[config.mk]
export PLATFORM = sky130hd
export DESIGN_NAME = demodOutTop
export DESIGN_NICKNAME = d
export VERILOG_FILES = /design/src/rtl/demodPkg.sv /design/src/rtl/demodOutTop.sv /design/src/rtl/resetStretch.sv /design/src/rtl/miscRegs.sv /design/src/rtl/dacDrive.sv /design/src/rtl/sourceSelect.sv /design/src/rtl/inputReclock.sv
export SDC_FILE = /design/constraint.sdc
export NUM_CORES = 1
export LEC_CHECK = 0
export ABC_AREA = 1
export BUFFER_PORTS_ARGS = -buffer_cell sky130_fd_sc_hd__clkbuf_2
export CORE_MARGIN = 1.5
export CORE_UTILIZATION = 55
export DETAILED_ROUTE_END_ITERATION = 7
export GPL_ROUTABILITY_DRIVEN = 0
export PLACE_DENSITY_LB_ADDON = 0.05
export SLEW_MARGIN = 30
export SYNTH_ARGS = -nofsm -noshare
export SYNTH_HDL_FRONTEND = slang
export SYNTH_HIERARCHICAL = 1
export SYNTH_SLANG_ARGS = --single-unit
export TNS_END_PERCENT = 5
[constraint.sdc]
create_clock -name ck933 -period 13.3 [get_ports ck933]
set_input_delay 2.66 -clock ck933 [delete_from_list [all_inputs] [get_ports ck933]]
set_output_delay 2.66 -clock ck933 [all_outputs]
set_load 0.01 [all_outputs]
[src/rtl/demodPkg.sv]
// Shared widths, mode and select codes, and bundled buses for the demodulator output side
package demodPkg;

  localparam int DAC_WIDTH     = 14;
  localparam int TRELLIS_WIDTH = 18;  // Top DAC_WIDTH bits go to a DAC
  localparam int PHERR_WIDTH   = 8;
  localparam int BUS_WIDTH     = 16;
  localparam int ADDR_WIDTH    = 12;
  localparam int NUM_DAC       = 3;

  typedef enum logic [3:0] {
    MODE_LEGACY = 4'h0,
    MODE_AUQPSK = 4'h1,
    MODE_MULTIH = 4'h2
  } demodMode_e;

  // Only the four trellis codes pick monitor data
  typedef enum logic [3:0] {
    DAC_EXTERNAL      = 4'h0,
    DAC_TRELLIS_I     = 4'h1,
    DAC_TRELLIS_Q     = 4'h2,
    DAC_TRELLIS_PHERR = 4'h3,
    DAC_TRELLIS_INDEX = 4'h4
  } dacSel_e;

  typedef enum logic [ADDR_WIDTH-1:0] {
    REG_RESET   = 12'h000,
    REG_VERSION = 12'h002
  } regAddr_e;

  typedef struct packed {
    logic [DAC_WIDTH-1:0] data;
    logic                 sync;
  } dacWord_t;

  typedef struct packed {
    logic [TRELLIS_WIDTH-1:0] data;
    logic                     sync;
  } trellisCh_t;

  typedef struct packed {
    trellisCh_t [NUM_DAC-1:0] ch;            // Monitor sample per DAC channel
    logic [1:0]               decision;      // Bit 0 is I, bit 1 is Q
    logic                     symEn;
    logic                     sym2xEn;
    logic [PHERR_WIDTH-1:0]   phaseError;
    logic                     phaseErrorEn;
  } trellisOut_t;

  typedef struct packed {
    logic iData;
    logic qData;
    logic symEn;
    logic sym2xEn;
  } legacyIn_t;

  // Bit stream toward the decoder
  typedef struct packed {
    logic iBit;
    logic qBit;
    logic symEn;
    logic sym2xEn;
  } decBits_t;

endpackage
[src/rtl/demodOutTop.sv]
// Multi-h demodulator output side, reclock, source select and DAC drive with register block
`timescale 1ns/1ps

module demodOutTop #(
  parameter logic [demodPkg::BUS_WIDTH-1:0] VER_NUMBER = 16'h0079,
  parameter int                             RESET_HOLD = 5
) (
  input  logic                                                   ck933,
  input  logic                                                   rs_i,
  input  demodPkg::demodMode_e                                   mode_i,
  input  demodPkg::dacSel_e [demodPkg::NUM_DAC-1:0]              dacSel_i,
  input  demodPkg::dacWord_t [demodPkg::NUM_DAC-1:0]             extDac_i,
  input  demodPkg::trellisOut_t                                  trellis_i,
  input  demodPkg::legacyIn_t                                    legacy_i,
  input  logic                                                   cs_i,
  input  logic                                                   rd_i,
  input  demodPkg::regAddr_e                                     addr_i,
  output logic [demodPkg::NUM_DAC-1:0][demodPkg::DAC_WIDTH-1:0]  dacData_o,
  output logic                                                   dacRst_o,
  output demodPkg::decBits_t                                     dec_o,
  output logic [demodPkg::PHERR_WIDTH-1:0]                       phaseError_o,
  output logic                                                   phaseErrorEn_o,
  output logic [demodPkg::BUS_WIDTH-1:0]                         rdData_o
);

  logic                                          coreReset;
  logic                                          softReset;
  demodPkg::demodMode_e                          modeQ;
  demodPkg::dacSel_e [demodPkg::NUM_DAC-1:0]     dacSelQ;
  demodPkg::dacWord_t [demodPkg::NUM_DAC-1:0]    extDacQ;
  demodPkg::trellisOut_t                         trellisQ;
  demodPkg::legacyIn_t                           legacyQ;
  demodPkg::dacWord_t [demodPkg::NUM_DAC-1:0]    dacWord;

  // ********************************************************************
  // Register block and core reset
  // ********************************************************************
  miscRegs #(.VER_NUMBER(VER_NUMBER)) uMiscRegs (
    .ck933       (ck933),
    .rs_i        (rs_i),
    .cs_i        (cs_i),
    .rd_i        (rd_i),
    .addr_i      (addr_i),
    .rdData_o    (rdData_o),
    .softReset_o (softReset)
  );

  resetStretch #(.RESET_HOLD(RESET_HOLD)) uResetStretch (
    .ck933       (ck933),
    .rs_i        (rs_i),
    .softReset_i (softReset),
    .coreReset_o (coreReset)
  );

  assign dacRst_o = coreReset;   // Converters share the core reset

  // ********************************************************************
  // Output pipeline
  // ********************************************************************
  inputReclock uInputReclock (
    .ck933          (ck933),
    .rs_i           (coreReset),
    .mode_i         (mode_i),
    .dacSel_i       (dacSel_i),
    .extDac_i       (extDac_i),
    .trellis_i      (trellis_i),
    .legacy_i       (legacy_i),
    .modeQ_o        (modeQ),
    .dacSelQ_o      (dacSelQ),
    .extDacQ_o      (extDacQ),
    .trellisQ_o     (trellisQ),
    .legacyQ_o      (legacyQ),
    .phaseError_o   (phaseError_o),
    .phaseErrorEn_o (phaseErrorEn_o)
  );

  sourceSelect uSourceSelect (
    .ck933      (ck933),
    .rs_i       (coreReset),
    .modeQ_i    (modeQ),
    .dacSelQ_i  (dacSelQ),
    .extDacQ_i  (extDacQ),
    .trellisQ_i (trellisQ),
    .legacyQ_i  (legacyQ),
    .dacWord_o  (dacWord),
    .dec_o      (dec_o)
  );

  dacDrive uDacDrive (
    .ck933     (ck933),
    .rs_i      (coreReset),
    .dacWord_i (dacWord),
    .dacData_o (dacData_o)
  );

endmodule

[src/rtl/resetStretch.sv]
// Core reset generator, stretches external and soft resets to a fixed hold count
`timescale 1ns/1ps

module resetStretch #(
  parameter int RESET_HOLD = 5
) (
  input  logic ck933,
  input  logic rs_i,
  input  logic softReset_i,
  output logic coreReset_o
);

  localparam int CNT_WIDTH = $clog2(RESET_HOLD + 1);

  logic                 armQ;      // Set by rs_i, fires the counter on release
  logic [CNT_WIDTH-1:0] holdCnt;

  always_ff @(posedge ck933 or posedge rs_i) begin
    if (rs_i) begin
      armQ    <= 1'b1;
      holdCnt <= '0;
    end else if (armQ || softReset_i) begin
      armQ    <= 1'b0;
      holdCnt <= CNT_WIDTH'(RESET_HOLD);
    end else if (holdCnt != '0) begin
      holdCnt <= holdCnt - 1'b1;
    end
  end

  // ********************************************************************
  // High during rs_i, until the arm flag fires, and while counting
  // ********************************************************************
  assign coreReset_o = rs_i | armQ | (holdCnt != '0);

endmodule

[src/rtl/miscRegs.sv]
// Miscellaneous register space with the version read and the soft reset strobe
`timescale 1ns/1ps

module miscRegs #(
  parameter logic [demodPkg::BUS_WIDTH-1:0] VER_NUMBER = 16'h0079
) (
  input  logic                              ck933,
  input  logic                              rs_i,        // External reset only
  input  logic                              cs_i,
  input  logic                              rd_i,
  input  demodPkg::regAddr_e                addr_i,
  output logic [demodPkg::BUS_WIDTH-1:0]    rdData_o,
  output logic                              softReset_o
);

  logic rdStrobe;

  assign rdStrobe = cs_i & rd_i;

  // ********************************************************************
  // Address decode and read data
  // ********************************************************************
  always_ff @(posedge ck933 or posedge rs_i) begin
    if (rs_i) begin
      rdData_o    <= '0;
      softReset_o <= 1'b0;
    end else begin
      rdData_o    <= '0;          // Bus idles at zero
      softReset_o <= 1'b0;
      if (rdStrobe) begin
        case (addr_i)
          demodPkg::REG_VERSION: begin
            rdData_o <= VER_NUMBER;
          end
          demodPkg::REG_RESET: begin
            softReset_o <= 1'b1;    // Read returns no data
          end
          default: begin
            rdData_o <= '0;
          end
        endcase
      end
    end
  end

  // Kept off coreReset so the version stays readable
  // while the soft reset window is open

endmodule

[src/rtl/dacDrive.sv]
// Stage 3 of the output pipeline, sync-loaded DAC hold registers in offset binary
`timescale 1ns/1ps

module dacDrive (
  input  logic                                                   ck933,
  input  logic                                                   rs_i,
  input  demodPkg::dacWord_t [demodPkg::NUM_DAC-1:0]             dacWord_i,
  output logic [demodPkg::NUM_DAC-1:0][demodPkg::DAC_WIDTH-1:0]  dacData_o
);

  localparam int MSB = demodPkg::DAC_WIDTH - 1;

  // ********************************************************************
  // Hold registers, one per channel
  // ********************************************************************
  always_ff @(posedge ck933 or posedge rs_i) begin
    if (rs_i) begin
      dacData_o <= '0;
    end else begin
      for (int i = 0; i < demodPkg::NUM_DAC; i++) begin
        // Output holds between syncs
        if (dacWord_i[i].sync) begin
          dacData_o[i] <= {~dacWord_i[i].data[MSB], dacWord_i[i].data[MSB-1:0]};
        end
      end
    end
  end

  // Two's complement in, offset binary out for the converter

endmodule

[src/rtl/sourceSelect.sv]
// Stage 2 of the output pipeline, picks DAC channel sources and the decision bit source by mode
`timescale 1ns/1ps

module sourceSelect (
  input  logic                                           ck933,
  input  logic                                           rs_i,
  input  demodPkg::demodMode_e                           modeQ_i,
  input  demodPkg::dacSel_e [demodPkg::NUM_DAC-1:0]      dacSelQ_i,
  input  demodPkg::dacWord_t [demodPkg::NUM_DAC-1:0]     extDacQ_i,
  input  demodPkg::trellisOut_t                          trellisQ_i,
  input  demodPkg::legacyIn_t                            legacyQ_i,
  output demodPkg::dacWord_t [demodPkg::NUM_DAC-1:0]     dacWord_o,
  output demodPkg::decBits_t                             dec_o
);

  localparam int TOP = demodPkg::TRELLIS_WIDTH - 1;

  logic                multihMode;
  demodPkg::legacyIn_t legacyDly;   // Extra stage on the legacy stream

  assign multihMode = (modeQ_i == demodPkg::MODE_MULTIH);

  function automatic logic isTrellisSel(input demodPkg::dacSel_e sel);
    case (sel)
      demodPkg::DAC_TRELLIS_I,
      demodPkg::DAC_TRELLIS_Q,
      demodPkg::DAC_TRELLIS_PHERR,
      demodPkg::DAC_TRELLIS_INDEX: isTrellisSel = 1'b1;
      default:                     isTrellisSel = 1'b0;
    endcase
  endfunction

  always_ff @(posedge ck933 or posedge rs_i) begin
    if (rs_i) begin
      legacyDly <= '0;
      dacWord_o <= '0;
      dec_o     <= '0;
    end else begin
      legacyDly <= legacyQ_i;

      // ******************************************************************
      // DAC channel sources
      // ******************************************************************
      for (int i = 0; i < demodPkg::NUM_DAC; i++) begin
        if (multihMode && isTrellisSel(dacSelQ_i[i])) begin
          dacWord_o[i].data <= trellisQ_i.ch[i].data[TOP -: demodPkg::DAC_WIDTH];
          dacWord_o[i].sync <= trellisQ_i.ch[i].sync;
        end else begin
          dacWord_o[i].data <= extDacQ_i[i].data;
          dacWord_o[i].sync <= 1'b1;   // External words load every cycle
        end
      end

      // ******************************************************************
      // Decision bits
      // ******************************************************************
      if (multihMode) begin
        dec_o.iBit    <= trellisQ_i.decision[0];
        dec_o.qBit    <= trellisQ_i.decision[1];
        dec_o.symEn   <= trellisQ_i.symEn;
        dec_o.sym2xEn <= trellisQ_i.sym2xEn;
      end else begin
        dec_o.iBit    <= legacyDly.iData;
        dec_o.qBit    <= legacyDly.qData;
        dec_o.symEn   <= legacyDly.symEn;
        dec_o.sym2xEn <= legacyDly.sym2xEn;
      end
    end
  end

endmodule

[src/rtl/inputReclock.sv]
// Stage 1 of the output pipeline, registers every external input into the ck933 domain
`timescale 1ns/1ps

module inputReclock (
  input  logic                                           ck933,
  input  logic                                           rs_i,
  input  demodPkg::demodMode_e                           mode_i,
  input  demodPkg::dacSel_e [demodPkg::NUM_DAC-1:0]      dacSel_i,
  input  demodPkg::dacWord_t [demodPkg::NUM_DAC-1:0]     extDac_i,
  input  demodPkg::trellisOut_t                          trellis_i,
  input  demodPkg::legacyIn_t                            legacy_i,
  output demodPkg::demodMode_e                           modeQ_o,
  output demodPkg::dacSel_e [demodPkg::NUM_DAC-1:0]      dacSelQ_o,
  output demodPkg::dacWord_t [demodPkg::NUM_DAC-1:0]     extDacQ_o,
  output demodPkg::trellisOut_t                          trellisQ_o,
  output demodPkg::legacyIn_t                            legacyQ_o,
  output logic [demodPkg::PHERR_WIDTH-1:0]               phaseError_o,
  output logic                                           phaseErrorEn_o
);

  always_ff @(posedge ck933 or posedge rs_i) begin
    if (rs_i) begin
      modeQ_o    <= demodPkg::MODE_LEGACY;
      extDacQ_o  <= '0;
      trellisQ_o <= '0;
      legacyQ_o  <= '0;
      for (int i = 0; i < demodPkg::NUM_DAC; i++) begin
        dacSelQ_o[i] <= demodPkg::DAC_EXTERNAL;
      end
    end else begin
      modeQ_o    <= mode_i;
      dacSelQ_o  <= dacSel_i;
      extDacQ_o  <= extDac_i;
      trellisQ_o <= trellis_i;     // Decoder runs off its own timing
      legacyQ_o  <= legacy_i;
    end
  end

  // Phase error feedback leaves straight from the reclocked copy
  assign phaseError_o   = trellisQ_o.phaseError;
  assign phaseErrorEn_o = trellisQ_o.phaseErrorEn;

endmodule

# --- After elaboration in Yosys (flattened, before gate mapping) ---
# Index checks and enable logic that the tools add are counted.
# Widths: inputs -> output; s select.
totals:
  regBits: 248
  latch_bits: 0
  mem_bits_rw: 0
  rom_bits: 0
  in_bits: 151
  mem_count: 0
classes:
  add_sub_neg: 1
  multipliers: 0
  n_div: 0
  n_lt_le_gt_ge: 0
  n_eq_ne: 14
  n_shift: 0
  n_mux: 13
  bitwise_logic: 6
  n_reduce_logical: 10
op_table:
  columns: ["cell", "n"]
  rows:
  - ["$mux 15", 3]
  - ["$eq 4x2->1 const B", 7]
  - ["$mux 16", 1]
  - ["$eq 12x2->1 const B", 1]
  - ["$eq 4x1->1 const B", 3]
  - ["$eq 4x3->1 const B", 3]
  - ["$logic_not 12->1", 1]
  - ["$reduce_or 4->1", 3]
  - ["$mux 7", 1]
  - ["$mux 3", 2]
  - ["$mux 1", 5]
  - ["$mux 4", 1]
  - ["$logic_and 1x1->1", 3]
  - ["$not 1->1", 3]
  - ["$reduce_bool 3->1", 1]
  - ["$sub 3x1->3 const B", 1]
  - ["$or 1x1->1", 2]
  - ["$reduce_bool 2->1", 1]
  - ["$and 1x1->1", 1]
  - ["$logic_or 1x1->1", 1]

# --- Logic depth before layout (Yosys ltp) ---
depth:
  word_depth: 5
  mapped_depth: 8
  mapped_depth_nobuf: 7

# --- By module ---
# The synthesis kept the hierarchy.
modules_own_cells:
  columns: ["module", "instances", "cells_per_inst", "area_per_inst_um2"]
  rows:
  - ["inputReclock", 1, 145, 3449.6]
  - ["sourceSelect", 1, 226, 2187.1]
  - ["dacDrive", 1, 181, 1606.5]
  - ["miscRegs", 1, 44, 266.5]
  - ["resetStretch", 1, 28, 220.2]

# --- Least setup slack after synthesis ---
# No wires, ideal clock.
synth_timing:
  path_kind: "input to output"
  from: "input rs_i"
  to: "output dacRst_o"
  t_arrival_ns: 2.852
  setup_slack_ns: 7.788
  cell_stages: 2
  n_path_buf: 0
  cell_sequence: "nor2_1 > nand2_1"
synth_between:
  elab_chain_cells: 2
synth_lines:
  columns: ["item", "line", "rtl"]
  rows:
  - ["start, declared", "demodOutTop.sv:9", "input logic rs_i,"]
  - ["$or 1x1->1 (2 in series)", "resetStretch.sv:33", "assign coreReset_o = rs_i | armQ | (holdCnt != '0);"]
  - ["end, declared", "demodOutTop.sv:19", "output logic dacRst_o,"]
# Every way passes these cells.

# --- Final worst setup path ---
# Same ends and word-level chain as after synthesis.

==> flow_summary.ini <==
[clocking]
cts_root_buffer = clkbuf_16
cts_hold_buf = 0
clk_latency_ns = 0.48
post_cts_buffers = 0
cts.clk_slew.worst_paths_ns = 0.06
htree_levels = 1
cts_sinks = 221
cts_buffer_depth = 3
ctsResizeCount = 0
cts_tree = yes
cts-buffers-inserted = 22

[worst_setup_path]
crit_path_start_kind = primary input
crit_arrival_ns = 3.22
crit_type = in -> out
crit_path_max_incr_delay_ns = 0.19
r2r_slack_ns = 11.10
end_kind = primary output
cpLargestDelayFamily = buffers and inverters
cp_cell_sequence = clkbuf_2 > nor2_1 > nand2_1 > clkbuf_2
crit_fanout = 4
cp_common_cell = clkbuf_2
slowest_stage = nand2_1
required_ns = 10.64
path_buf_inv = 2

[final_layout]
final_cells = 990
layout-drive-gt1-share_pct = 30.1
fillers = 954
mostFrequentLayoutCell = nand2_1
syn2layout_area_growth_pct = 23.7
ff_latch_area_um2 = 5530
num_antenna_cells = 0
final_nets = 955
fin_area_um2 = 9020
final_core_util_pct = 70.6
layout_common_cells = nand2_1, dfrtp_1, clkbuf_2
multi_input_area_um2 = 1450

[synthesis]
synth_area_um2 = 7290
synth_area_per_cell_um2 = 12.1
postSynthCellCount = 600
yosysWarnings = 6

[floorplanning]
die_y_um = 118
die_area_um2 = 13900
io_pins = 223
start_util_pct = 57.0
die_x_um = 118
rows = 41
coreArea_um2 = 12800

[timing]
slew_violations = 0
fin_skew_ns = 0.0138
setup_violations = 0
hold_viol_final = 0
fmax_mhz = 170
period_minus_slack_ns = 5.88
slew_headroom_pct = 52.1
finalSetupTns_ns = 0
tightest_slew_ns = 0.718
fin_crit_sh_pct = 44.2
rsz0062_at_grt = false

[routing]
post_drt_wl_per_cell_um = 13.3
via_count = 4535
routed_wl_mm = 13.2
vias_per_cell = 4.58
first_iter_violations = 232
detail-route-antenna-nets = 0
dr.pass1.iters = 6
drc = 0

[placement]
place_area_um2 = 8290
place_inst = 949
dpl.hpwl_mm = 9.35
numPortBuffers = 196

[pwr]
clkPwrFrac_pct = 42.4
power_density_nw_per_um2 = 153
p_int_w = 0.00110
switching_share_pct = 20.7
ir_worst_vdd_mv = 0.123
p_leak_nw = 5.12
power_frac_seq_pct = 52.4
p_switching_w = 0.000286
p_total_w = 0.00138
combPwrFrac_pct = 5.2

[global_route]
track_usage_pct = 20.0
grt_overflow_total = 0
grt_start_max_net_pins = 74
antenna_found_initial = 0
grt_pass1_wl_mm = 22.5
grt_pass1_vias = 4686

[job]
maxCapViolCount = 0

[run_status]
status = finished, final reports clean

[worst_hold_path]
hp-class = reg -> reg
-- power groups by stage --
stage	clock, W	sequential, W	combinational (W)
after CTS	0.000602	0.000724	0.0000735
final	0.000586	0.000724	0.0000722
after global routing	0.000633	0.000728	0.0000828
after floorplan	0	0.000738	0.0000333
after global placement	0	0.000735	0.0000703
after detailed placement	0	0.000736	0.0000732
-- stage by stage --
| step | worst slack (ns) | hold slack [ns] |
|---|---|---|
| 6_report | 7.42 | 0.349 |
| 5_1_grt | 7.38 | 0.367 |
| 4_1_cts | 7.42 | 0.351 |
| 3_5_place_dp | 7.42 | 0.337 |
| 3_3_place_gp | 7.44 | 0.335 |
| 2_1_floorplan | 7.22 | 0.331 |
-- area by class of cell --
class                           count  area share, %
Multi-Input combinational cell    332           16.1
Clock buffer                       36           7.26
Tap cell                          172           2.39
Timing Repair Buffer              198           11.2
Sequential cell                   221           61.3
Clock inverter                      4          0.541
Inverter                           27           1.19
-- layer usage --
metal	track usage [%]	up-vias	wire, µm
met5	0	-	0
met4	5.72	0	343
met3	4.55	32	886
li1	-	2221	-
met2	35.6	151	6790
met1	24.5	2131	5140
-- state kept, by name (all words and copies together), names as in the netlist --
name	flops
uMiscRegs/softReset_o	1
uResetStretch/armQ	1
uSourceSelect/dec_o	4
uResetStretch/holdCnt	3
uInputReclock/trellisQ_o	49
uInputReclock/dacSelQ_o	12
uSourceSelect/dacWord_o	45
uInputReclock/phaseErrorEn_o	1
uMiscRegs/rdData_o	1
uInputReclock/legacyQ_o	4
uInputReclock/extDacQ_o	42
uInputReclock/phaseError_o	8
uSourceSelect/legacyDly	4
uInputReclock/modeQ_o	4
uDacDrive/dacData_o	42
-- final timing paths --
| kind | startpoint | end | depth (start not counted) |
|---|---|---|---|
| setup reg to reg | uResetStretch/holdCnt[0] | uInputReclock/extDacQ_o[7] | 8 |
| setup / recovery | rs_i | dacRst_o | 4 |
| hold / removal | uInputReclock/legacyQ_o[0] | uSourceSelect/legacyDly[0] | 0 |
| min in group asynchronous | uResetStretch/armQ | uInputReclock/extDacQ_o[16] | 3 |
| max in group asynchronous | rs_i | uInputReclock/extDacQ_o[7] | 6 |
| hold reg to reg | uInputReclock/legacyQ_o[0] | uSourceSelect/legacyDly[0] | 0 |
Note: power is estimated with default switching activity, not from simulation.
